### config.mk
export PLATFORM = sky130hd
export DESIGN_NAME = mult_unit
export DESIGN_NICKNAME = d
export VERILOG_FILES = /design/src/mult_pkg.sv /design/src/mult_control.sv /design/src/booth_datapath.sv /design/src/product_buffer.sv /design/src/mult_unit.sv
export SDC_FILE = /design/constraint.sdc
export NUM_CORES = 1
export LEC_CHECK = 0
export BUFFER_PORTS_ARGS = -buffer_cell sky130_fd_sc_hd__buf_4
export CAP_MARGIN = 30
export CORE_MARGIN = 1.5
export CORE_UTILIZATION = 45
export DETAILED_ROUTE_END_ITERATION = 10
export GPL_TIMING_DRIVEN = 1
export PLACE_DENSITY = 0.65
export SLEW_MARGIN = 20
export SYNTH_ARGS = -nofsm -noshare
export SYNTH_HDL_FRONTEND = slang
export SYNTH_SLANG_ARGS = --single-unit
### constraint.sdc
create_clock -name m_clk -period 6 [get_ports m_clk]
set_input_delay 0.3 -clock m_clk [delete_from_list [all_inputs] [get_ports m_clk]]
set_output_delay 0.3 -clock m_clk [all_outputs]
set_load 0.01 [all_outputs]
### src/mult_pkg.sv
// fixed 32x32 signed widths only, no unsigned mode and no parameters to resize
package mult_pkg;

  // signed operand, used for both the multiplicand and the multiplier
  typedef logic signed [31:0] word_t;

  // signed full product
  typedef logic signed [63:0] prod_t;

  // shift counter, bit 5 sets once 32 shifts are done
  typedef logic [5:0] count_t;

  // one step command from the sequencer to the datapath
  typedef struct packed {
    logic add0;    // 1 adds zero into the upper half
    logic do_sub;  // 1 subtracts the multiplicand
    logic a_s;     // 0 add phase, 1 shift phase
    logic step_en; // datapath updates at the next edge
  } booth_op_t;

  // sequencer states
  typedef enum logic [1:0] {
    st_idle  = 2'd0,
    st_add   = 2'd1,
    st_shift = 2'd2,
    st_done  = 2'd3
  } ctrl_state_t;

endpackage

### src/mult_control.sv
// do_mult restarts at any time, latency is fixed at 32 add/shift pairs plus a staggered done
`timescale 1ns/1ps

module mult_control (
  input  logic              m_clk,
  input  logic              reset,     // sync, active high
  input  logic              do_mult,   // start pulse, also aborts a running multiply
  input  logic              prod_lsb,  // current multiplier bit from the datapath
  output mult_pkg::booth_op_t op,      // step command, combinational
  output logic              mult_done  // one-cycle pulse after the 32nd shift
);

  import mult_pkg::*;

  ctrl_state_t state;
  ctrl_state_t state_next;
  count_t      count;      // number of shifts done so far
  count_t      count_next;
  logic        prev_lsb;   // multiplier bit seen on the previous step, 0 before the first

  assign count_next = count + count_t'(1);

  // next state, add and shift alternate until the counter reaches 32
  always_comb begin
    state_next = state;
    case (state)
      st_idle:  state_next = st_idle;  // waits for do_mult
      st_add:   state_next = st_shift;
      st_shift: state_next = count_next[5] ? st_done : st_add;
      st_done:  state_next = st_idle;  // one cycle only
      default:  state_next = st_idle;
    endcase
  end

  always_ff @(posedge m_clk) begin
    if (reset) begin
      state <= st_idle;
    end else if (do_mult) begin
      state <= st_add;  // restart wins over whatever is running
    end else begin
      state <= state_next;
    end
  end

  // counter and previous bit are cleared together by reset or a start
  always_ff @(posedge m_clk) begin
    if (reset || do_mult) begin
      count    <= '0;
      prev_lsb <= 1'b0;
    end else if (state == st_shift) begin
      count    <= count_next;  // counts shift edges
      prev_lsb <= prod_lsb;    // bit about to leave becomes the previous bit
    end
  end

  // staggered done, registered one cycle after the done state
  always_ff @(posedge m_clk) begin
    if (reset || do_mult) begin
      mult_done <= 1'b0;
    end else begin
      mult_done <= (state == st_done);
    end
  end

  // step decode
  // equal bits add zero, 1 after 0 subtracts, 0 after 1 adds
  always_comb begin
    op.add0    = 1'b0;
    op.do_sub  = 1'b0;
    op.a_s     = (state == st_shift);
    op.step_en = ((state == st_add) || (state == st_shift)) && !do_mult; // load takes priority
    if (state == st_add) begin
      op.add0   = (prod_lsb == prev_lsb);
      op.do_sub = prod_lsb && !prev_lsb;
    end
  end

  // done must be a single cycle even across back-to-back multiplies
  a_done_single : assert property (@(posedge m_clk) disable iff (reset)
    mult_done |=> !mult_done);

  // the two add modifiers are exclusive
  a_op_exclusive : assert property (@(posedge m_clk) disable iff (reset)
    !(op.add0 && op.do_sub));

endmodule

### src/booth_datapath.sv
// working register has no reset and is only meaningful after a do_mult load
`timescale 1ns/1ps

module booth_datapath (
  input  logic                m_clk,
  input  logic                reset,        // only disables the check below
  input  logic                do_mult,      // loads operands
  input  mult_pkg::word_t     a,            // multiplicand
  input  mult_pkg::word_t     b,            // multiplier
  input  mult_pkg::booth_op_t op,           // step command from control
  output logic                prod_lsb,     // multiplier bit under test
  output mult_pkg::prod_t     work_product  // upper and multiplier halves
);

  import mult_pkg::*;

  word_t       mcand;      // multiplicand held for the whole multiply
  logic [64:0] work;       // {upper half, multiplier half, appended bit}
  logic        guard;      // sign bit of the 33-bit upper value
  logic [32:0] upper_ext;  // upper half with its guard sign
  logic [32:0] addend;
  logic [32:0] sum;

  assign upper_ext = {guard, work[64:33]};
  assign addend    = op.add0 ? 33'd0 : {mcand[31], mcand}; // sign extended
  assign sum       = op.do_sub ? (upper_ext - addend) : (upper_ext + addend);

  always_ff @(posedge m_clk) begin
    if (do_mult) begin
      mcand <= a;
      work  <= {32'd0, b, 1'b0};
      guard <= 1'b0;
    end else if (op.step_en) begin
      if (op.a_s) begin
        // arithmetic shift of the whole 66-bit value, guard keeps its sign
        work <= {guard, work[64:1]};
      end else begin
        work[64:33] <= sum[31:0];
        guard       <= sum[32]; // keeps the true sign when -2^31 is subtracted
      end
    end
  end

  assign prod_lsb     = work[1];  // low bit of the multiplier half
  assign work_product = prod_t'(work[64:1]);

  // a step never lands on a load edge, and every shift follows an add
  a_step_order : assert property (@(posedge m_clk) disable iff (reset)
    op.step_en |-> !do_mult && (!op.a_s || $past(op.step_en && !op.a_s)));

endmodule

### src/product_buffer.sv
// holds the last finished product, valid drops as soon as a new start is seen
`timescale 1ns/1ps

module product_buffer (
  input  logic            m_clk,
  input  logic            reset,         // sync, active high
  input  logic            do_mult,       // new start invalidates the held result
  input  logic            mult_done,     // capture strobe
  input  mult_pkg::prod_t work_product,  // finished value from the datapath
  output mult_pkg::prod_t product,
  output logic            product_valid
);

  always_ff @(posedge m_clk) begin
    if (reset) begin
      product       <= '0;
      product_valid <= 1'b0;
    end else if (do_mult) begin
      product_valid <= 1'b0;  // keep old value but mark it stale
    end else if (mult_done) begin
      product       <= work_product;
      product_valid <= 1'b1;
    end
  end

  // held value is frozen while it is reported valid
  a_product_hold : assert property (@(posedge m_clk) disable iff (reset)
    product_valid |=> !product_valid || $stable(product));

endmodule

### src/mult_unit.sv
// single clock m_clk only, do_mult must be a one-cycle pulse and restarts any multiply
`timescale 1ns/1ps

module mult_unit (
  input  logic            m_clk,
  input  logic            reset,         // sync, active high
  input  logic            do_mult,       // start pulse
  input  mult_pkg::word_t a,             // sampled with do_mult
  input  mult_pkg::word_t b,             // sampled with do_mult
  output mult_pkg::prod_t product,       // held result
  output logic            mult_done,     // one-cycle pulse, 65 edges after the start
  output logic            product_valid  // level, 66 edges after the start
);

  import mult_pkg::*;

  booth_op_t op;           // step command
  logic      prod_lsb;     // multiplier bit back to the sequencer
  prod_t     work_product; // running product

  mult_control u_control (
    .m_clk     (m_clk),
    .reset     (reset),
    .do_mult   (do_mult),
    .prod_lsb  (prod_lsb),
    .op        (op),
    .mult_done (mult_done)
  );

  booth_datapath u_datapath (
    .m_clk        (m_clk),
    .reset        (reset),
    .do_mult      (do_mult),
    .a            (a),
    .b            (b),
    .op           (op),
    .prod_lsb     (prod_lsb),
    .work_product (work_product)
  );

  product_buffer u_buffer (
    .m_clk         (m_clk),
    .reset         (reset),
    .do_mult       (do_mult),
    .mult_done     (mult_done),
    .work_product  (work_product),
    .product       (product),
    .product_valid (product_valid)
  );

endmodule

==> flow_summary.ini, run 1 <==
[worst_hold_path]
hold_class = in2reg
hp-start = a[26]
holdPathStages = 1
hold_end = u_datapath.mcand[26]

[timing]
rsz0062_at_grt = false
fin_setup_tns_ns = 0
worst_pin_slew_ns = 0.8441
setup_viol = 0
timing.hold.ws_ns = 0.02877
max-slew-margin-rel_pct = 43.73
period_share_pct = 81.46
fin_skew_ns = 0.01104
period_minus_slack_ns = 4.888
finalMaxSlewViolations = 0
fmax_mhz = 204.6
hold_viol_final = 0

[logic_synthesis]
async_flop_share_pct = 0
syn_area_per_cell_um2 = 8.944
synth_ff_type = dfxtp_1
synth_edf_count = 64
syn_inst = 1002
ys_types = 71
synth_area_leaders = dfxtp_1, edfxtp_1, nand2_1
synth_top_area_share_pct = 24.12
synthesis.nets = 1108
yosysWarningCount = 0
synth.largest_area_cell = dfxtp_1
ys_seq_elements = 172
ys_seq_area_share_pct = 45.57
syn_area_mm2 = 0.008962

[die]
die_w_um = 144.1
ioPinCount = 133
core_mm2 = 0.01953
fp.dieH_um = 144.1
dieArea_mm2 = 0.02077
initial_utilization_pct = 45.90
fp-row-count = 51

[detailed_routing]
routed_wl_um = 22060
via_per_inst = 5.467
drc = 0
initialDrtViolationCount = 525
drtPass1Iterations = 5
antenna_left = 0
vias = 7534
wl_per_cell_um = 16.01

[clocking]
post_cts_resized = 0
htreeDepth = 4
cts_tree = done
cts_sinks = 172
path_clk_slew_ns = 0.08
insertion_delay_ns = 0.44
cts_root_buffer = clkbuf_16
cts_hold_buffers = 0
clk_path_buf_depth = 2
cts_setup_buffers = 0
numCtsBuffers = 17

[placed_design]
hpwlAfterDp_um = 15340
gp_congestion = 0.8869
io_buffers = 132

[grt]
grt_pass1_vias = 6704
grt_pass1_wl_um = 34800
grt_overflow_total = 0
grt_max_degree = 71
grt_antenna_before_repair = 0
grt_use_total_pct = 21.37

[worst_setup_path]
required_ns = 6.37
critPathMaxFanout = 5
r2r-end = u_datapath.guard
cp-end-kind = register
arrival_ns = 5.26
r2r_cells = 16
r2r_setup_slack_ns = 1.11
worstSetupPathType = reg2reg
timing.rr.start = u_datapath.mcand[6]
startpoint_type = register

[power]
power_mw = 3.214
power-per-cell-area_mw_per_mm2 = 300.7
ir_drop_mv = 0.2185
leakagePower_nw = 4.300

[outcome]
status = finished clean

[final_layout]
layout_common_cells = nand2_1, buf_4, a21oi_1
fin_nets = 1206
antennaDiodeCount = 0
drive_gt1_share_pct = 17.34
fill_cells = 1835
areaGrowthSynthToFinish_pct = 19.25
layout_commonest_cell = nand2_1

[run]
max_cap_viol_count = 0
==> logic make-up after synthesis <==
| family | synth area share, % |
|---|---|
| simple gates | 16.00 |
| fa+ha+maj | 5.528 |
| buf+inv | 3.979 |
| compound gates | 23.18 |
| flops | 45.57 |
| mux | 0.6701 |
| xor+xnor | 5.082 |
==> routing by layer <==
layer / vias up / part of all wire (%) / GRT usage (%)
met5: - / 0 / 0
met4: 0 / 1.3 / 6.230
met3: 21 / 5.1 / 3.576
met2: 185 / 43 / 32.33
met1: 3517 / 50 / 31.21
li1: 3811 / - / -
==> area by class of cell <==
class	count	area (um2)	share of cell area, %
multi-input cells	749	4537	42.45
repair buffers	140	1051	9.834
flip-flops and latches	172	4084	38.21
inverters	20	75.07	0.7024
clock inverters	15	183.9	1.721
clock buffers	17	425.4	3.980
well taps	265	331.6	3.102
==> metrics by stage <==
| step | std cells | utilization (%) | instance area (um2) | worst slack, ns |
|---|---|---|---|---|
| floorplan | 1002 | - | 8962 | 1.152 |
| global placement | 1346 | 51.61 | 10080 | 1.274 |
| detailed placement | 1346 | 51.61 | 10080 | 1.174 |
| CTS | 1378 | 54.74 | 10690 | 1.159 |
| global route | 1378 | 54.74 | 10690 | 0.9072 |
| finish | 1378 | 54.74 | 10690 | 1.112 |
==> flip-flops by register name (all words and copies together) (netlist names) <==
signal and cells:
u_control.state 2, u_buffer.product_valid 1, u_datapath.work 64, u_datapath.guard 1
u_control.prev_lsb 1, u_control.mult_done 1, u_control.count 6, u_datapath.mcand 32
u_buffer.product 64
==> worst max path at each step <==
stage	startpoint	slack, ns	end
finish	u_datapath.mcand[6]	1.11	u_datapath.guard
global route	u_datapath.mcand[6]	0.91	u_datapath.guard
CTS	u_datapath.mcand[6]	1.16	u_datapath.guard
detailed placement	u_datapath.mcand[6]	1.17	u_datapath.guard
global placement	u_datapath.mcand[6]	1.27	u_datapath.guard
floorplan	u_datapath.work[1]	1.15	u_datapath.guard
==> critical path, stage by stage (launching register included) <==
cell and delay (ns):
edfxtp_1 0.44, nor4_1 0.54, or4b_1 0.59, o41ai_2 0.50, a21oi_1 0.15, xor2_1 0.17, nand2_1 0.07, ha_1 0.36
a21oi_1 0.24, o211ai_1 0.18, a221oi_4 0.29, o2bb2ai_2 0.12, a211o_1 0.31, o31ai_4 0.19, xnor2_1 0.11, or4_1 0.41
a21oi_1 0.15
==> cell usage after synthesis (3+ instances only) <==
cell type and number:
nand2_1 188, a21oi_1 129, dfxtp_1 108, nor2_1 74
edfxtp_1 64, clkbuf_1 49, o21ai_0 49, ha_1 38
a22o_1 32, xnor2_1 28, xor2_1 24, inv_1 19
a21o_1 18, nand3_1 18, o211ai_1 13, a31oi_1 8
and3_1 8, nor3_1 8, a21boi_0 6, mux2i_1 6
nand4_1 6, o211a_1 6, a211oi_1 5, buf_1 5
nor2b_1 5, o21a_1 5, o22ai_1 5, o31ai_1 5
and2_1 4, clkbuf_8 4, o2111ai_1 4, a211o_1 3
nand2b_1 3, nor3b_1 3, or2_2 3, or4_1 3
==> where the power goes <==
group          switching [mW]  leakage [nW]  internal, mW  total (mW)
registers              0.0742          1.52          1.28        1.36
logic                   0.414          2.49         0.313       0.727
clock network           0.561         0.298         0.570        1.13
total                    1.05          4.30          2.16        3.21
(Power assumes the default switching activity.)
==> run 2: changes to the inputs <==
ABC_AREA = 1   (was unset)
clock period = 5 ns   (was 6 ns; I/O delays follow)
==> flow_summary.ini, run 2 <==
[outcome]
status = finished clean

[worst_setup_path]
critPathMaxFanout = 46
cpMostUsedCell = nand2_1
crit_buf_inv = 8
startpoint_type = register
cp_slowest_cell = edfxtp_1
r2r_cells = 31
crit_path_max_incr_delay_ns = 0.43
required_ns = 5.38
worstSetupPathType = reg2reg
cp-end-kind = register
arrival_ns = 4.72
crit_family = simple AND/OR/NAND/NOR gates
cp.depth = 31

[logic_synthesis]
synth_area_leaders = dfxtp_1, edfxtp_1, nand2_1
ys_seq_elements = 172
yosysWarningCount = 0
syn_area_mm2 = 0.009464
synthesis.nets = 1341
synth.largest_area_cell = dfxtp_1
syn_inst = 1235
async_flop_share_pct = 0
ys_seq_area_share_pct = 43.15
synth_top_area_share_pct = 22.85
syn_area_per_cell_um2 = 7.663
ys_types = 46
synth_edf_count = 64
yosys.cell_count.top_type = nand2_1
synth_ff_type = dfxtp_1
synth_common_cells = nand2_1, inv_1, nor2_1

[placed_design]
hpwlAfterDp_um = 17670
gp_congestion = 1.008
io_buffers = 132

[grt]
grt_overflow_total = 0
grt_pass1_vias = 8187
grt_max_degree = 76
grt_pass1_wl_um = 40390
grt_use_total_pct = 23.17
grt_antenna_before_repair = 0

[timing]
fin_skew_ns = 0.01212
worst_pin_slew_ns = 0.8184
finalMaxSlewViolations = 0
fin_setup_tns_ns = 0
hold_viol_final = 0
max-slew-margin-rel_pct = 45.44
rsz0062_at_grt = false
fmax_mhz = 230.4
period_minus_slack_ns = 4.340
period_share_pct = 86.80
setup_viol = 0

[detailed_routing]
routed_wl_um = 24600
antenna_left = 0
wl_per_cell_um = 14.83
via_per_inst = 5.244
drtPass1Iterations = 6
vias = 8699
drc = 0
initialDrtViolationCount = 709

[final_layout]
areaGrowthSynthToFinish_pct = 22.55
antennaDiodeCount = 0
fill_cells = 1924
layout_commonest_cell = nand2_1
fin_nets = 1482
top_regs = u_buffer.product (64), u_datapath.work (64), u_datapath.mcand (32)
drive_gt1_share_pct = 14.61
layout_common_cells = nand2_1, buf_4, inv_1

[clocking]
cts_sinks = 172
cts_tree = done
numCtsBuffers = 17
path_clk_slew_ns = 0.08
insertion_delay_ns = 0.44
post_cts_resized = 0
htreeDepth = 4
cts_root_buffer = clkbuf_16
clk_path_buf_depth = 2

[die]
fp.dieH_um = 148.0
core_mm2 = 0.02043
ioPinCount = 133
dieArea_mm2 = 0.02191
initial_utilization_pct = 46.33
die_w_um = 148.0
fp-row-count = 52

[worst_hold_path]
holdPathStages = 2
hold_class = in2reg

[power]
power-per-cell-area_mw_per_mm2 = 336.9
power_mw = 3.907
leakagePower_nw = 5.233
ir_drop_mv = 0.2367

[run]
max_cap_viol_count = 0
-- run 2: cell count changes in the layout (fill, tap and decap cells not counted), moves of 11 or more --
cell           previous run  this run
o21ai_0                  49        74
inv_1                    19       122
a32o_1                    0        32
xnor2_1                  28        17
a21oi_1                 129       113
nor2_1                   73       117
a211oi_1                  5        20
o211ai_1                 13         1
a21o_1                   18         4
nand3_1                  18        42
nand2_1                 187       325
a22o_1                   32         0
dlygate4sd3_1             0        32
-- run 2: routing by layer --
layer	global-route usage, %	share of wire [%]	vias up
li1	-	-	4404
met4	9.505	3.2	0
met5	0	0	-
met2	36.66	45	284
met1	31.57	46	3959
met3	3.765	6.4	52
-- run 2: final timing paths --
kind         slack [ns]              endpoint            startpoint
max                0.66      u_datapath.guard    u_datapath.work[1]
min                 0.1   u_datapath.work[23]                 b[22]
max reg2reg        0.66      u_datapath.guard    u_datapath.work[1]
min reg2reg        0.46  u_buffer.product[46]  u_buffer.product[46]
-- run 2: power breakdown --
part           switching (mW)  leakage (nW)  internal (mW)
clock                   0.668         0.285          0.678
sequential             0.0753          1.50           1.55
combinational           0.600          3.45          0.340
-- run 2: what timing repair did --
| action | in CTS | in global routing |
|---|---|---|
| hold endpoints to repair | 32 | 0 |
| hold buffers | 32 | 0 |
| buffers inserted | 0 | 0 |
| setup endpoints to repair | 0 | 0 |
-- run 2: stage by stage --
step | cell area (um2) | setup WS, ns | util, % | cells | hold slack [ns]
2_1_floorplan | 9464 | 1.552 | - | 1235 | 0.3489
3_3_place_gp | 10630 | 0.8454 | 52.04 | 1593 | 0.4285
3_5_place_dp | 10630 | 0.7386 | 52.04 | 1593 | 0.4294
4_1_cts | 11540 | 0.7145 | 56.50 | 1657 | 0.08197
5_1_grt | 11600 | 0.1851 | 56.77 | 1659 | 0.08684
6_report | 11600 | 0.6598 | 56.77 | 1659 | 0.09649
-- run 2: worst reg2reg max path: cells and delay by family, from the launching register on --
kind            cells  cell delay [ns]
simple gates       18             2.19
compound gates      2             0.17
flops               1             0.43
buf+inv             8             0.56
fa+ha+maj           3             0.94
-- run 2: layout make-up --
class / count / area (um2) / area share [%]
timing repair buffer: 173 / 1419 / 12.23
inverter: 127 / 481.7 / 4.153
sequential: 172 / 4084 / 35.21
tap: 270 / 337.8 / 2.913
multi-input combinational: 885 / 4684 / 40.39
clock inverter: 15 / 166.4 / 1.435
clock buffer: 17 / 425.4 / 3.668
-- run 2: kinds of logic after synthesis --
kind of cell	Yosys count	share of synthesized area [%]
xor+xnor	44	4.072
fa+ha+maj	39	5.235
simple gates	536	23.20
flops	172	43.15
buf+inv	178	7.483
compound gates	266	16.86
==> run 3: changes to the inputs <==
PLACE_DENSITY = 0.63   (was 0.65)
==> flow_summary.ini, run 3 (synthesis results as in run 2) <==
[final_layout]
areaGrowthSynthToFinish_pct = 21.92
final-instance-count-excl-fill = 1659
design_area_mm2 = 0.01154
layout_common_cells = nand2_1, buf_4, inv_1
fin_util_pct = 56.48
top_regs = u_buffer.product (64), u_datapath.work (64), u_datapath.mcand (32)
layout_commonest_cell = nand2_1
fin_nets = 1482
antennaDiodeCount = 0
drive_gt1_share_pct = 14.61

[detailed_routing]
drc = 0
initialDrtViolationCount = 560
drtPass1Iterations = 5
wl_per_cell_um = 15.04
via_per_inst = 5.160
antenna_left = 0
routed_wl_um = 24950
vias = 8561

[die]
fp-row-count = 52
initial_utilization_pct = 46.33
ioPinCount = 133
die_w_um = 148.0
fp.dieH_um = 148.0
dieArea_mm2 = 0.02191
core_mm2 = 0.02043

[timing]
setup_viol = 0
fmax_mhz = 233.0
worst_pin_slew_ns = 0.8289
hold_viol_final = 0
max-slew-margin-rel_pct = 44.74
fin_setup_tns_ns = 0
fin_skew_ns = 0.01325
period_share_pct = 85.83
rsz0062_at_grt = false
period_minus_slack_ns = 4.292
timing.hold.ws_ns = 0.1022
finalMaxSlewViolations = 0
fin_ws_ns = 0.7083

[power]
power-per-cell-area_mw_per_mm2 = 334.8
ir_drop_mv = 0.2467
power_mw = 3.863
leakagePower_nw = 5.205

[grt]
met2_usage_pct = 36.99
grt_use_total_pct = 23.07
use_met3_pct = 3.765
grt_overflow_total = 0
met1_usage_pct = 32.27
grt_max_degree = 84
grt_pass1_wl_um = 40120
grt.busiest_layer = met2
grt_pass1_vias = 8093
grt_antenna_before_repair = 0

[clocking]
cts_sinks = 172
insertion_delay_ns = 0.44
clk_path_buf_depth = 2
path_clk_slew_ns = 0.07
numCtsBuffers = 17
cts_root_buffer = clkbuf_16
cts_tree = done
htreeDepth = 4
post_cts_resized = 0

[placed_design]
gp_congestion = 0.9819
preCtsSetupSlack_ns = 0.7567
io_buffers = 132
hpwlAfterDp_um = 18010
place_inst = 1595
dpl_cell_area_mm2 = 0.01065

[worst_setup_path]
r2r-end = u_datapath.work[51]
startpoint = u_datapath.work[1]
r2r_cells = 25
arrival_ns = 4.65
required_ns = 5.36
startpoint_type = register
critPathMaxFanout = 46
r2r_setup_slack_ns = 0.71
timing.rr.start = u_datapath.work[1]
cp-end-kind = register
worstSetupPathType = reg2reg

[outcome]
status = finished clean

[worst_hold_path]
holdPathStages = 2
hold_end = u_datapath.work[32]
hold_class = in2reg
hp-start = b[31]

[run]
max_cap_viol_count = 0
-- run 3: per-layer routing --
metal  routed length [um]  vias to the layer above
met5                    0                        -
met4                  363                        0
met3                 1383                       20
met2                11280                      239
met1                11930                     3910
li1                     -                     4392
-- run 3: power breakdown --
part | total, mW | internal (mW) | switching [mW]
combinational | 0.935 | 0.339 | 0.597
sequential | 1.62 | 1.55 | 0.0743
clock | 1.31 | 0.662 | 0.645
-- run 3: worst max path at each step --
stage	endpoint	slack, ns	cells after the start
after CTS	u_datapath.work[51]	0.74	25
after floorplan	u_datapath.work[64]	1.55	28
after detailed placement	u_datapath.work[51]	0.76	25
after global placement	u_datapath.work[51]	0.78	25
final	u_datapath.work[51]	0.71	25
after global routing	u_datapath.work[51]	0.19	25
-- run 3: layout make-up --
cell class                 instances  area, um2
inverter                         127      481.7
tap                              270      337.8
fill                            1965       8891
multi-input combinational        885       4684
sequential                       172       4084
timing repair buffer             173       1379
clock buffer                      17      425.4
clock inverter                    15      146.4
-- run 3: critical path: stages (launching register included) --
cell and delay [ns]:
edfxtp_1 0.42, ha_1 0.38, nand2_4 0.37, clkinv_4 0.15, nor2_1 0.19, inv_2 0.06, ha_1 0.19, nand2_1 0.08
inv_1 0.05, nand2_1 0.10, inv_1 0.06, nand2_1 0.07, inv_1 0.05, a31oi_1 0.15, xnor2_1 0.14, inv_1 0.05
ha_1 0.35, nand2_1 0.12, nor2_1 0.16, inv_1 0.11, nor3_1 0.26, nand4_1 0.20, nand3_1 0.15, xor2_1 0.15
nor2_1 0.05, o21ai_0 0.15
-- run 3: repair_timing --
| item | CTS | global route |
|---|---|---|
| buffers inserted | 0 | 0 |
| hold buffers | 32 | 0 |
| endpoints found under the hold margin | 32 | 0 |
